[config.mk]
export PLATFORM = sky130hd
export DESIGN_NAME = knightTour
export DESIGN_NICKNAME = d
export VERILOG_FILES = /design/src/knightSerialPkg.sv /design/src/knightCmdPkg.sv /design/src/uartRx.sv /design/src/uartTx.sv /design/src/cmdFramer.sv /design/src/moveSequencer.sv /design/src/knightTour.sv
export VERILOG_INCLUDE_DIRS = /design/src /design/src/src
export SDC_FILE = /design/constraint.sdc
export NUM_CORES = 1
export LEC_CHECK = 0
export ABC_AREA = 1
export ABC_CLOCK_PERIOD_IN_PS = 5250
export BUFFER_PORTS_ARGS = -buffer_cell sky130_fd_sc_hd__buf_2
export CAP_MARGIN = 20
export CORE_AREA = 2 2 120 122
export CTS_BUF_LIST = sky130_fd_sc_hd__clkbuf_16
export DETAILED_ROUTE_END_ITERATION = 6
export DIE_AREA = 0 0 122 124
export GPL_ROUTABILITY_DRIVEN = 0
export HOLD_SLACK_MARGIN = 0.1
export PLACE_DENSITY = 0.59
export RECOVER_POWER = 50
export REMOVE_ABC_BUFFERS = 1
export SLEW_MARGIN = 40
export SYNTH_ARGS = -nofsm -noshare
export SYNTH_HDL_FRONTEND = slang
export SYNTH_SLANG_ARGS = --single-unit
[constraint.sdc]
create_clock -name clk -period 5.25 [get_ports clk]
set_input_delay 1.05 -clock clk [delete_from_list [all_inputs] [get_ports clk]]
set_output_delay 1.05 -clock clk [all_outputs]
set_load 0.01 [all_outputs]
[src/knightTour_cfg.svh]
`ifndef KNIGHT_TOUR_CFG_SVH
`define KNIGHT_TOUR_CFG_SVH

//////////////////////////////////////////////////////////////////////
// Serial line timing
//////////////////////////////////////////////////////////////////////

// Clock cycles per serial bit, used for both receive and transmit
`define BAUD_DIV 16

//////////////////////////////////////////////////////////////////////
// Motion timing and board geometry
//////////////////////////////////////////////////////////////////////

// A move lasts this many cycles for every square travelled
`define SQUARE_CYCLES 200
// Gyro calibration is modelled as a fixed delay
`define CAL_CYCLES 300
// The board is square, so one size covers both axes
`define BOARD_SIZE 5

`endif

[src/knightSerialPkg.sv]
package knightSerialPkg;

  // One character on the serial line carries a single data byte
  typedef logic [7:0] serialByte_t;

  // Index of the data bit currently on the line, LSB goes first
  typedef logic [2:0] bitIdx_t;

  // Both UARTs walk through the same four phases of a character
  typedef enum logic [1:0] {
    UART_IDLE,
    UART_START,
    UART_DATA,
    UART_STOP
  } uartState_t;

  // The line rests high between characters
  localparam logic LINE_IDLE = 1'b1;

  // Start bit is low and stop bit is high
  localparam logic START_BIT = 1'b0;
  localparam logic STOP_BIT = 1'b1;

endpackage

[src/knightCmdPkg.sv]
package knightCmdPkg;

  //////////////////////////////////////////////////////////////////////
  // Command fields
  //////////////////////////////////////////////////////////////////////

  // Any opcode other than the two below is rejected
  typedef logic [3:0] cmdOp_t;
  localparam cmdOp_t OP_CALIBRATE = 4'h2;
  localparam cmdOp_t OP_MOVE = 4'h4;

  // Headings are coarse compass values from the remote station
  typedef logic [7:0] heading_t;
  localparam heading_t HEAD_NORTH = 8'h00;
  localparam heading_t HEAD_WEST = 8'h3F;
  localparam heading_t HEAD_SOUTH = 8'h7F;
  localparam heading_t HEAD_EAST = 8'hBF;

  // High byte holds opcode and the upper heading nibble, low byte the rest
  typedef struct packed {
    cmdOp_t op;
    heading_t heading;
    logic [3:0] squares;
  } knightCmd_t;

  //////////////////////////////////////////////////////////////////////
  // Board position and answers
  //////////////////////////////////////////////////////////////////////

  // West lowers x and east raises it, north raises y and south lowers it
  typedef struct packed {
    logic [2:0] x;
    logic [2:0] y;
  } boardPos_t;

  // The knight starts in the centre square
  localparam boardPos_t POS_HOME = '{x: 3'd2, y: 3'd2};

  typedef logic [7:0] respCode_t;
  localparam respCode_t RESP_ACK = 8'hA5;
  localparam respCode_t RESP_NACK = 8'h5A;

endpackage

[src/uartRx.sv]
`timescale 1ns/100ps
`include "knightTour_cfg.svh"

module uartRx import knightSerialPkg::*; (
  input logic clk,
  input logic rstN,
  input logic rx,
  output serialByte_t rxByte,
  output logic rxValid
);

  localparam int CntW = $clog2(`BAUD_DIV);
  localparam int HalfBit = `BAUD_DIV / 2;

  logic rxMeta;
  logic rxSync;
  uartState_t state;
  logic [CntW-1:0] bitCnt;
  bitIdx_t bitIdx;
  serialByte_t shiftReg;
  logic bitEnd;

  // The rx line comes from outside, so it passes two flops first
  always_ff @(posedge clk or negedge rstN) begin
    if (!rstN) begin
      rxMeta <= LINE_IDLE;
      rxSync <= LINE_IDLE;
    end else begin
      rxMeta <= rx;
      rxSync <= rxMeta;
    end
  end

  // Once the start bit centre is found, a full bit time lands mid-bit
  assign bitEnd = (bitCnt == CntW'(`BAUD_DIV - 1));

  always_ff @(posedge clk or negedge rstN) begin
    if (!rstN) begin
      state <= UART_IDLE;
      bitCnt <= '0;
      bitIdx <= '0;
      rxValid <= 1'b0;
    end else begin
      rxValid <= 1'b0;
      case (state)
        UART_IDLE: begin
          bitCnt <= '0;
          if (rxSync == START_BIT) state <= UART_START;
        end
        UART_START: begin
          // Recheck at the centre of the start bit to reject glitches
          if (bitCnt == CntW'(HalfBit - 1)) begin
            bitCnt <= '0;
            bitIdx <= '0;
            state <= (rxSync == START_BIT) ? UART_DATA : UART_IDLE;
          end else begin
            bitCnt <= bitCnt + 1'b1;
          end
        end
        UART_DATA: begin
          bitCnt <= bitEnd ? '0 : bitCnt + 1'b1;
          if (bitEnd) begin
            if (bitIdx == 3'd7) state <= UART_STOP;
            bitIdx <= bitIdx + 1'b1;
          end
        end
        default: begin
          // A framing error (low stop bit) drops the character silently
          if (bitEnd) begin
            bitCnt <= '0;
            rxValid <= (rxSync == STOP_BIT);
            state <= UART_IDLE;
          end else begin
            bitCnt <= bitCnt + 1'b1;
          end
        end
      endcase
    end
  end

  // Bits arrive LSB first, so each new one enters at the top
  always_ff @(posedge clk) begin
    if (state == UART_DATA && bitEnd) shiftReg <= {rxSync, shiftReg[7:1]};
  end

  assign rxByte = shiftReg;

endmodule

[src/uartTx.sv]
`timescale 1ns/100ps
`include "knightTour_cfg.svh"

module uartTx import knightSerialPkg::*, knightCmdPkg::*; (
  input logic clk,
  input logic rstN,
  input respCode_t resp,
  input logic respValid,
  output logic respReady,
  output logic tx
);

  localparam int CntW = $clog2(`BAUD_DIV);

  uartState_t state;
  logic [CntW-1:0] bitCnt;
  bitIdx_t bitIdx;
  serialByte_t shiftReg;
  logic bitEnd;
  logic load;

  // New bytes are taken only between characters
  assign respReady = (state == UART_IDLE);
  assign load = respValid && respReady;
  assign bitEnd = (bitCnt == CntW'(`BAUD_DIV - 1));

  always_ff @(posedge clk or negedge rstN) begin
    if (!rstN) begin
      state <= UART_IDLE;
      bitCnt <= '0;
      bitIdx <= '0;
      tx <= LINE_IDLE;
    end else begin
      bitCnt <= (state == UART_IDLE || bitEnd) ? '0 : bitCnt + 1'b1;
      case (state)
        UART_IDLE: begin
          if (load) begin
            tx <= START_BIT;
            state <= UART_START;
          end
        end
        UART_START: begin
          bitIdx <= '0;
          if (bitEnd) begin
            tx <= shiftReg[0];
            state <= UART_DATA;
          end
        end
        UART_DATA: begin
          if (bitEnd) begin
            // Ones fill the register behind the data, so bit 0 is the stop bit last
            tx <= shiftReg[0];
            bitIdx <= bitIdx + 1'b1;
            if (bitIdx == 3'd7) state <= UART_STOP;
          end
        end
        default: begin
          if (bitEnd) state <= UART_IDLE;
        end
      endcase
    end
  end

  always_ff @(posedge clk) begin
    if (load) begin
      shiftReg <= resp;
    end else if ((state == UART_START || state == UART_DATA) && bitEnd) begin
      shiftReg <= {STOP_BIT, shiftReg[7:1]};
    end
  end

endmodule

[src/cmdFramer.sv]
`timescale 1ns/100ps
`include "knightTour_cfg.svh"

module cmdFramer import knightSerialPkg::*, knightCmdPkg::*; (
  input logic clk,
  input logic rstN,
  input serialByte_t rxByte,
  input logic rxValid,
  output knightCmd_t cmd,
  output logic cmdValid,
  input logic cmdReady
);

  // A lone high byte is given up after four character times of silence
  localparam int TimeoutCycles = 4 * 10 * `BAUD_DIV;
  localparam int ToW = $clog2(TimeoutCycles);

  typedef enum logic [1:0] {FR_EMPTY, FR_HIGH, FR_FULL} frameState_t;

  frameState_t state;
  logic [ToW-1:0] gapCnt;
  serialByte_t hiByte;
  knightCmd_t cmdReg;

  always_ff @(posedge clk or negedge rstN) begin
    if (!rstN) begin
      state <= FR_EMPTY;
      gapCnt <= '0;
    end else begin
      case (state)
        FR_EMPTY: begin
          gapCnt <= '0;
          if (rxValid) state <= FR_HIGH;
        end
        FR_HIGH: begin
          gapCnt <= gapCnt + 1'b1;
          if (rxValid) state <= FR_FULL;
          else if (gapCnt == ToW'(TimeoutCycles - 1)) state <= FR_EMPTY;
        end
        default: begin
          // Bytes that arrive while a command waits are lost
          if (cmdReady) state <= FR_EMPTY;
        end
      endcase
    end
  end

  always_ff @(posedge clk) begin
    if (rxValid && state == FR_EMPTY) hiByte <= rxByte;
    if (rxValid && state == FR_HIGH) cmdReg <= {hiByte, rxByte};
  end

  assign cmd = cmdReg;
  assign cmdValid = (state == FR_FULL);

endmodule

[src/moveSequencer.sv]
`timescale 1ns/100ps
`include "knightTour_cfg.svh"

module moveSequencer import knightCmdPkg::*; (
  input logic clk,
  input logic rstN,
  input knightCmd_t cmd,
  input logic cmdValid,
  output logic cmdReady,
  output respCode_t resp,
  output logic respValid,
  input logic respReady,
  output boardPos_t pos,
  output logic busy
);

  // The longest wait is either calibration or a fifteen square move
  localparam int MaxMove = 15 * `SQUARE_CYCLES;
  localparam int MaxDur = (MaxMove > `CAL_CYCLES) ? MaxMove : `CAL_CYCLES;
  localparam int DurW = $clog2(MaxDur);

  typedef enum logic [1:0] {SEQ_IDLE, SEQ_CAL, SEQ_MOVE, SEQ_RESP} seqState_t;

  seqState_t state;
  logic [DurW-1:0] durCnt;
  logic calibrated;
  boardPos_t posReg;
  boardPos_t posTarget;
  respCode_t respReg;
  logic accept;
  logic headingOk;
  logic signed [5:0] stepX;
  logic signed [5:0] stepY;
  logic signed [5:0] sqCount;
  logic signed [5:0] destX;
  logic signed [5:0] destY;
  logic onBoard;
  logic moveOk;

  //////////////////////////////////////////////////////////////////////
  // Command decode and destination check
  //////////////////////////////////////////////////////////////////////

  // Each legal heading maps to a unit step on one axis
  always_comb begin
    stepX = '0;
    stepY = '0;
    headingOk = 1'b1;
    case (cmd.heading)
      HEAD_NORTH: stepY = 6'sd1;
      HEAD_SOUTH: stepY = -6'sd1;
      HEAD_WEST: stepX = -6'sd1;
      HEAD_EAST: stepX = 6'sd1;
      default: headingOk = 1'b0;
    endcase
  end

  assign sqCount = $signed({2'b00, cmd.squares});
  assign destX = $signed({3'b000, posReg.x}) + stepX * sqCount;
  assign destY = $signed({3'b000, posReg.y}) + stepY * sqCount;
  assign onBoard = (destX >= 0) && (destX < `BOARD_SIZE) &&
                   (destY >= 0) && (destY < `BOARD_SIZE);

  // Moves need a calibrated gyro, a real heading, a distance and room to land
  assign moveOk = (cmd.op == OP_MOVE) && calibrated && headingOk &&
                  (cmd.squares != 4'd0) && onBoard;

  assign accept = cmdValid && cmdReady;

  //////////////////////////////////////////////////////////////////////
  // Sequencing
  //////////////////////////////////////////////////////////////////////

  always_ff @(posedge clk or negedge rstN) begin
    if (!rstN) begin
      state <= SEQ_IDLE;
      durCnt <= '0;
      calibrated <= 1'b0;
      posReg <= POS_HOME;
      respReg <= RESP_NACK;
    end else begin
      case (state)
        SEQ_IDLE: begin
          if (accept) begin
            if (cmd.op == OP_CALIBRATE) begin
              durCnt <= DurW'(`CAL_CYCLES - 1);
              state <= SEQ_CAL;
            end else if (moveOk) begin
              durCnt <= DurW'(cmd.squares * `SQUARE_CYCLES - 1);
              state <= SEQ_MOVE;
            end else begin
              // Rejected commands answer straight away
              respReg <= RESP_NACK;
              state <= SEQ_RESP;
            end
          end
        end
        SEQ_CAL, SEQ_MOVE: begin
          durCnt <= durCnt - 1'b1;
          if (durCnt == '0) begin
            if (state == SEQ_CAL) calibrated <= 1'b1;
            // The knight lands on its target in one step
            else posReg <= posTarget;
            respReg <= RESP_ACK;
            state <= SEQ_RESP;
          end
        end
        default: begin
          if (respReady) state <= SEQ_IDLE;
        end
      endcase
    end
  end

  // Destination is captured at accept because cmd may change afterwards
  always_ff @(posedge clk) begin
    if (accept && moveOk) posTarget <= '{x: destX[2:0], y: destY[2:0]};
  end

  assign cmdReady = (state == SEQ_IDLE);
  assign busy = (state == SEQ_CAL) || (state == SEQ_MOVE);
  assign respValid = (state == SEQ_RESP);
  assign resp = respReg;
  assign pos = posReg;

endmodule

[src/knightTour.sv]
`timescale 1ns/100ps

module knightTour import knightSerialPkg::*, knightCmdPkg::*; (
  input logic clk,
  input logic rstN,
  input logic rx,
  output logic tx,
  output boardPos_t pos,
  output logic busy
);

  // Received bytes toward the framer
  serialByte_t rxByte;
  logic rxValid;

  // Framed commands toward the sequencer
  knightCmd_t cmd;
  logic cmdValid;
  logic cmdReady;

  // Answer bytes toward the transmitter
  respCode_t resp;
  logic respValid;
  logic respReady;

  //////////////////////////////////////////////////////////////////////
  // Command path from rx line to tx line
  //////////////////////////////////////////////////////////////////////

  uartRx u_uartRx (
    .clk(clk), .rstN(rstN), .rx(rx), .rxByte(rxByte), .rxValid(rxValid)
  );

  cmdFramer u_cmdFramer (
    .clk(clk), .rstN(rstN), .rxByte(rxByte), .rxValid(rxValid),
    .cmd(cmd), .cmdValid(cmdValid), .cmdReady(cmdReady)
  );

  moveSequencer u_moveSequencer (
    .clk(clk), .rstN(rstN), .cmd(cmd), .cmdValid(cmdValid), .cmdReady(cmdReady),
    .resp(resp), .respValid(respValid), .respReady(respReady),
    .pos(pos), .busy(busy)
  );

  uartTx u_uartTx (
    .clk(clk), .rstN(rstN), .resp(resp), .respValid(respValid),
    .respReady(respReady), .tx(tx)
  );

endmodule

==> flow_summary.yaml, run 1 <==
sta:
  timing.slew.headroom: -1.15
  skew_ns: 0.0134
  hold_viol: 0
  finalSetupViolCount: 0
  fin_crit_sh: 0.823
  tightestPinTransition_ns: 3.23
  timing.final.ws_setup_ns: 0.931
  slew_viol_final: 58
  rsz0062_at_grt: "false"
  finalSetupTns_ns: 0
  fmax_ghz: 0.232
  period_needed_ns: 4.32
power:
  power_density_nw_per_um2: 425
  p_leak_nw: 3.22
  ir_worst_vdd_uv: 264
route:
  vias_per_cell: 4.93
  wl_per_cell_um: 13.1
  drt-initial-drc-count: 285
  drcViolationCount: 0
  drt_pass1_iterations: 6
  wirelength_um: 11600
  postRouteAntennaNets: 0
  vias: 4355
clock_tree:
  cts_resized: 0
  ctsHtreeMaxLevel: 3
  postCtsSetupBuffers: 0
  cts_tree: "built"
  cts_buffers: 9
  cts_hold_buf: 0
  ctsLongestPathBuffers: 2
  root_buffer: "clkbuf_16"
  path_clk_slew_ns: 0.08
  cts.sink_count: 103
  clk_latency_ns: 0.36
finish:
  areaGrowthSynthToFinish_pct: 9.55
  layout.nets: 769
  drive_gt1_frac: 0.0810
  diodes: 0
  fillers: 1259
synth:
  synth-seq-cells: 103
  yosysWarnings: 0
  yosysTopAreaCell: "edfxtp_1"
  synth_cells: 679
  ys.flop_type: "dfrtp_1"
  async_flop_share: 0.553
  synth_top_area_frac: 0.227
  yosysMostFrequentCell: "nand2_1"
  yosysSeqAreaShare: 0.463
  synth_common_cells: "157 x nand2_1, 109 x inv_1, 74 x nor2_1, 55 x ha_1, 51 x dfrtp_1"
  syn_area_um2: 6080
  synth_cell_types: 46
  synth_area_leaders: "edfxtp_1 23%, dfrtp_1 21%, ha_1 11%"
  synth-edff-count: 46
  synth_area_per_cell_um2: 8.95
worst_setup_path:
  worstSetupEndpointType: "flip-flop"
  critPathArrivalTime_ns: 4.39
  cp-start-kind: "flip-flop"
  path_max_fanout: 6
  cp.required_ns: 5.32
  crit_type: "flip-flop to flip-flop"
floorplanning:
  initial_utilization: 0.443
  rows: 43
  die_h_um: 124
  core_region_area_um2: 13700
  die_w_um: 122
  ios: 11
  die-area_um2: 15100
run_status:
  status: "complete, but fails checks"
  violations: "capacitance limit, slew limit"
grt:
  grt_pass1_wl_um: 20100
  track_usage: 0.169
  grt_overflow: 0
  grt_antenna_before_repair: 0
  grt_max_degree: 58
  grt_pass1_vias: 4432
placement:
  post-dp-hpwl_um: 8780
  place_worst_setup_slack_ns: 0.966
  port_buffers: 10
hold_path:
  hp-class: "flip-flop to flip-flop"
flow_run:
  cap_violations: 1
[worst max-delay path, stage by stage, from the launching register on]
cell and delay, ns:
edfxtp_1 0.43, nor2_1 0.20, nand3_2 0.13, nor2_1 0.15
inv_1 0.10, fa_1 0.51, inv_1 0.04, ha_1 0.28
ha_1 0.32, ha_1 0.20, inv_1 0.06, fa_1 0.50
nand2_1 0.06, nor2_1 0.08, nand2_1 0.06, nor2_1 0.09
nand2_1 0.10, nor2_4 0.14, nand4_1 0.18, nor3_1 0.22
buf_4 0.19
[flip-flops by register name, indices dropped and copies added, names as in the netlist, 3 cells and up]
register and cells:
u_uartRx.bitIdx 3, u_uartTx.shiftReg 8, u_moveSequencer.posTarget 6, u_cmdFramer.gapCnt 10
u_moveSequencer.durCnt 12, u_moveSequencer.pos 6, u_uartTx.bitIdx 3, u_cmdFramer.cmd 16
u_uartRx.rxByte 8, u_uartRx.bitCnt 4, u_uartTx.bitCnt 4, u_cmdFramer.hiByte 8
[final cells by class]
type / count / area [µm²] / share of cell area
timing repair buffer: 13 / 68.8 / 0.0103
tap: 180 / 225 / 0.0338
clock inverter: 7 / 91.3 / 0.0137
clock buffer: 9 / 225 / 0.0338
inverter: 115 / 432 / 0.0648
sequential: 103 / 2820 / 0.423
multi-input combinational: 457 / 2800 / 0.421
[kinds of logic (layout without fill, tap and decap cells)]
family | after synthesis | in the layout | synth area share
XOR/XNOR | 11 | 11 | 0.0159
buffers and inverters | 119 | 144 | 0.0760
multiplexers | 4 | 4 | 0.00741
AO/OA/AOI/OAI | 71 | 71 | 0.0673
adder cells (fa/ha/maj) | 67 | 67 | 0.153
flip-flops | 103 | 103 | 0.463
AND/OR/NAND/NOR | 304 | 304 | 0.217
[cells in the final DEF (no fill, tap or decap), drive strengths merged, types with 2 or more instances in the layout]
| master | n |
|---|---|
| buf | 12 |
| a22o | 2 |
| o31ai | 2 |
| a21oi | 19 |
| mux2 | 4 |
| ha | 55 |
| nor2 | 81 |
| a21boi | 2 |
| xnor2 | 4 |
| o21ai | 34 |
| nand4 | 5 |
| clkbuf | 10 |
| nand3 | 46 |
| edfxtp | 46 |
| or2 | 2 |
| o22ai | 3 |
| nand2 | 161 |
| clkinv | 4 |
| dfstp | 6 |
| nand3b | 3 |
| fa | 12 |
| inv | 118 |
| dfrtp | 51 |
| xor2 | 7 |
| o21a | 2 |
| nor3 | 5 |
[through the flow]
stage	instances	area, µm²	power (mW)	hold slack [ns]	utilization
after global routing	884	6660	3.05	0.373	0.485
after global placement	868	6340	2.12	0.346	0.462
after floorplan	675	6050	1.86	0.345	-
after detailed placement	868	6340	2.15	0.348	0.462
final	884	6660	2.83	0.363	0.485
after CTS	884	6660	2.86	0.359	0.486
[final timing paths]
check	startpoint	to	slack, ns	cells past startpoint
max in group asynchronous	rstN	u_moveSequencer.calibrated	1.56	2
max	u_cmdFramer.cmd[11]	u_moveSequencer.posTarget[3]	0.93	20
min	u_uartRx.rxMeta	u_uartRx.rxSync	0.36	0
min reg2reg	u_uartRx.rxMeta	u_uartRx.rxSync	0.36	0
min in group asynchronous	rstN	u_moveSequencer.pos[2]	1.85	2
max reg2reg	u_cmdFramer.cmd[11]	u_moveSequencer.posTarget[3]	0.93	20
[per-layer routing]
layer,GRT usage,wire length [µm]
met1,0.209,5320
met5,0,0
met4,0.0618,228
met2,0.292,5700
met3,0.0366,358
[power breakdown]
group | internal, mW | switching, mW
registers | 1.01 | 0.115
logic | 0.344 | 0.658
clock network | 0.346 | 0.350
(Power assumes the default switching activity.)
==> run 2, diff against run 1 <==
--- a/config.mk
+++ b/config.mk
@@ -7,7 +7,7 @@
 export NUM_CORES = 1
 export LEC_CHECK = 0
 export ABC_AREA = 1
-export ABC_CLOCK_PERIOD_IN_PS = 5250
+export ABC_CLOCK_PERIOD_IN_PS = 4300
 export BUFFER_PORTS_ARGS = -buffer_cell sky130_fd_sc_hd__buf_2
 export CAP_MARGIN = 20
 export CORE_AREA = 2 2 120 122
==> constraint.sdc (replaced) <==
create_clock -name clk -period 4.3 [get_ports clk]
set_input_delay 0.86 -clock clk [delete_from_list [all_inputs] [get_ports clk]]
set_output_delay 0.86 -clock clk [all_outputs]
set_load 0.01 [all_outputs]
==> run 2 against run 1 <==
  * The flow still finishes with violations (capacitance limit, slew limit)
  * Combinational power is 22% higher
  * Global-route usage is 0.52 points lower
  * Largest cell class is now multi-input gates
  * Sequential power is 22% higher
  * Critical path type unchanged
  * Setup slack worse by 0.84 ns
  * Routed wire length is 0.97% higher
  * Sequential cell count stayed put
==> flow_summary.yaml, run 2 (synthesized netlist as in run 1, its figures left out) <==
finish:
  largest_reg_flops: 16
  stdcell_area_um2: 6960
  drive_gt1_frac: 0.142
  diodes: 0
  areaGrowthSynthToFinish_pct: 14.5
  final_cell_mix: "153 x nand2_1, 103 x inv_1, 66 x nor2_1"
  fillers: 1262
  multiInputGateArea_um2: 2980
  seqCellArea_um2: 2820
  layout.nets: 785
  final_common_cell: "nand2_1"
worst_setup_path:
  slowest_delay_ns: 0.51
  path_max_fanout: 6
  critPathArrivalTime_ns: 4.27
  rr_startpoint: "u_cmdFramer.cmd[6]"
  cp-start-kind: "flip-flop"
  cp_cell_sequence: "nand2_2 -> nor2_4 -> nand3_4 -> buf_12 -> nor2_2 -> nand2_1 -> ha_1 -> inv_1 -> fa_1 -> fa_1 -> inv_1 -> ha_1 -> nor2_1 -> nor2_1 -> nand2_1 -> nor2_1 -> nand2_1 -> nor2_4 -> nand4_1 -> nor3_2 -> buf_4"
  reg2reg_slack_ns: 0.09
  r2r_end: "u_moveSequencer.posTarget[5]"
  path_buf_inv: 4
  worst-r2r-cell-count: 21
  cp_top_family: "adder cells"
  worstSetupEndpointType: "flip-flop"
  slowest_stage: "fa_1"
  cp.required_ns: 4.37
  crit_type: "flip-flop to flip-flop"
clock_tree:
  cts_buffers: 9
  clk_latency_ns: 0.35
  ctsHtreeMaxLevel: 3
  ctsLongestPathBuffers: 2
  cts.sink_count: 103
  path_clk_slew_ns: 0.07
  cts_tree: "built"
  root_buffer: "clkbuf_16"
grt:
  track_usage: 0.164
  grt_pass1_wl_um: 19500
  grt_overflow: 0
  grt_pass1_vias: 4267
  grt_max_degree: 43
  grt_antenna_before_repair: 0
route:
  wl_per_cell_um: 13.0
  wl_met3_um: 279
  postRouteAntennaNets: 0
  vias: 4400
  top_layer: "met4"
  drcViolationCount: 0
  drt-initial-drc-count: 279
  vias_per_cell: 4.89
  met1_length_um: 5260
  met2WireLength_um: 6090
  wirelength_um: 11700
  drt_pass1_iterations: 5
hold_path:
  hold_end: "u_uartRx.rxSync"
  min_path_cells: 0
  hp-class: "flip-flop to flip-flop"
  hold_path.startpoint: "u_uartRx.rxMeta"
sta:
  rsz0062_at_grt: "true"
  hold_slack_ns: 0.365
  tightestPinTransition_ns: 2.40
  timing.slew.headroom: -0.603
  fmax_ghz: 0.238
  finalSetupViolCount: 0
  hold_viol: 0
  fin_crit_sh: 0.979
  slew_viol_final: 43
  period_needed_ns: 4.21
  timing.final.ws_setup_ns: 0.0915
  skew_ns: 0.00776
floorplanning:
  initial_utilization: 0.443
  die-area_um2: 15100
  ios: 11
  die_h_um: 124
  die_w_um: 122
  core_region_area_um2: 13700
  rows: 43
power:
  p_leak_nw: 3.28
  p_switching_mw: 1.33
  power_frac_clock: 0.238
  sequentialPowerShare: 0.405
  p_sw_frac: 0.389
  intPower_mw: 2.08
  p_comb_frac: 0.357
  power_density_nw_per_um2: 489
  ir_worst_vdd_uv: 339
placement:
  placed_cell_area_um2: 6370
  post-dp-hpwl_um: 8650
  place_worst_setup_slack_ns: 0.0129
  port_buffers: 10
flow_run:
  cap_violations: 1
run_status:
  status: "complete, but fails checks"
  violations: "capacitance limit, slew limit"
-- run 2: changes by cell type in the layout (fill, tap and decap cells not counted), moves of 5 or more --
cell and delta:
inv_2 +6, inv_1 -6, ha_4 +6, buf_4 +13, nor2_1 -8, nor2_4 +5
ha_1 -9
-- run 2: repair_timing --
action                     CTS  global route
setup endpoints to repair    0            18
gates resized for setup      0            44
setup buffers                0            13
hold buffers                 0             0
-- run 2: power groups by stage --
stage | combinational (mW) | sequential (mW) | clock (mW)
floorplan | 0.897 | 1.38 | 0
global placement | 1.16 | 1.39 | 0
detailed placement | 1.20 | 1.40 | 0
CTS | 1.21 | 1.38 | 0.837
global route | 1.41 | 1.40 | 0.874
finish | 1.22 | 1.38 | 0.812
-- run 2: layout make-up --
type / instances / area share
Tap cell: 180 / 0.0324
Sequential cell: 103 / 0.405
Inverter: 115 / 0.0620
Timing Repair Buffer: 29 / 0.0299
Clock inverter: 7 / 0.0106
Clock buffer: 9 / 0.0324
Multi-Input combinational cell: 457 / 0.428
-- run 2: worst register-to-register path, cell delays in order (launching register included) --
cell	delay, ns
edfxtp_1	0.36
nand2_2	0.08
nor2_4	0.16
nand3_4	0.13
buf_12	0.16
nor2_2	0.12
nand2_1	0.07
ha_1	0.27
inv_1	0.05
fa_1	0.49
fa_1	0.51
inv_1	0.05
ha_1	0.34
nor2_1	0.07
nor2_1	0.12
nand2_1	0.07
nor2_1	0.11
nand2_1	0.11
nor2_4	0.12
nand4_1	0.13
nor3_2	0.23
buf_4	0.18
-- run 2: how the worst max path moves through the flow --
stage | from | to | slack [ns] | cells past startpoint
final | u_cmdFramer.cmd[6] | u_moveSequencer.posTarget[5] | 0.09 | 21
after global routing | u_cmdFramer.cmd[6] | u_moveSequencer.posTarget[5] | -0.11 | 22
after CTS | u_cmdFramer.cmd[11] | u_moveSequencer.posTarget[2] | 0.0002 | 19
after detailed placement | u_cmdFramer.cmd[11] | u_moveSequencer.posTarget[2] | 0.01 | 19
after global placement | u_cmdFramer.cmd[11] | u_moveSequencer.posTarget[2] | 0.22 | 19
after floorplan | u_cmdFramer.cmd[11] | u_moveSequencer.posTarget[0] | 0.07 | 18
-- run 2: layer usage --
layer,track usage,vias up
met5,0,-
met4,0.0388,0
met3,0.0403,6
met2,0.296,53
met1,0.197,2076
li1,-,2265
-- run 2: per-stage QoR --
stage                util  setup TNS [ns]  instances  power [mW]
finish              0.507               0        900        3.40
floorplan               -               0        675        2.27
CTS                 0.486               0        887        3.42
global route        0.507          -0.632        900        3.69
detailed placement  0.464               0        871        2.60
global placement    0.464               0        871        2.55
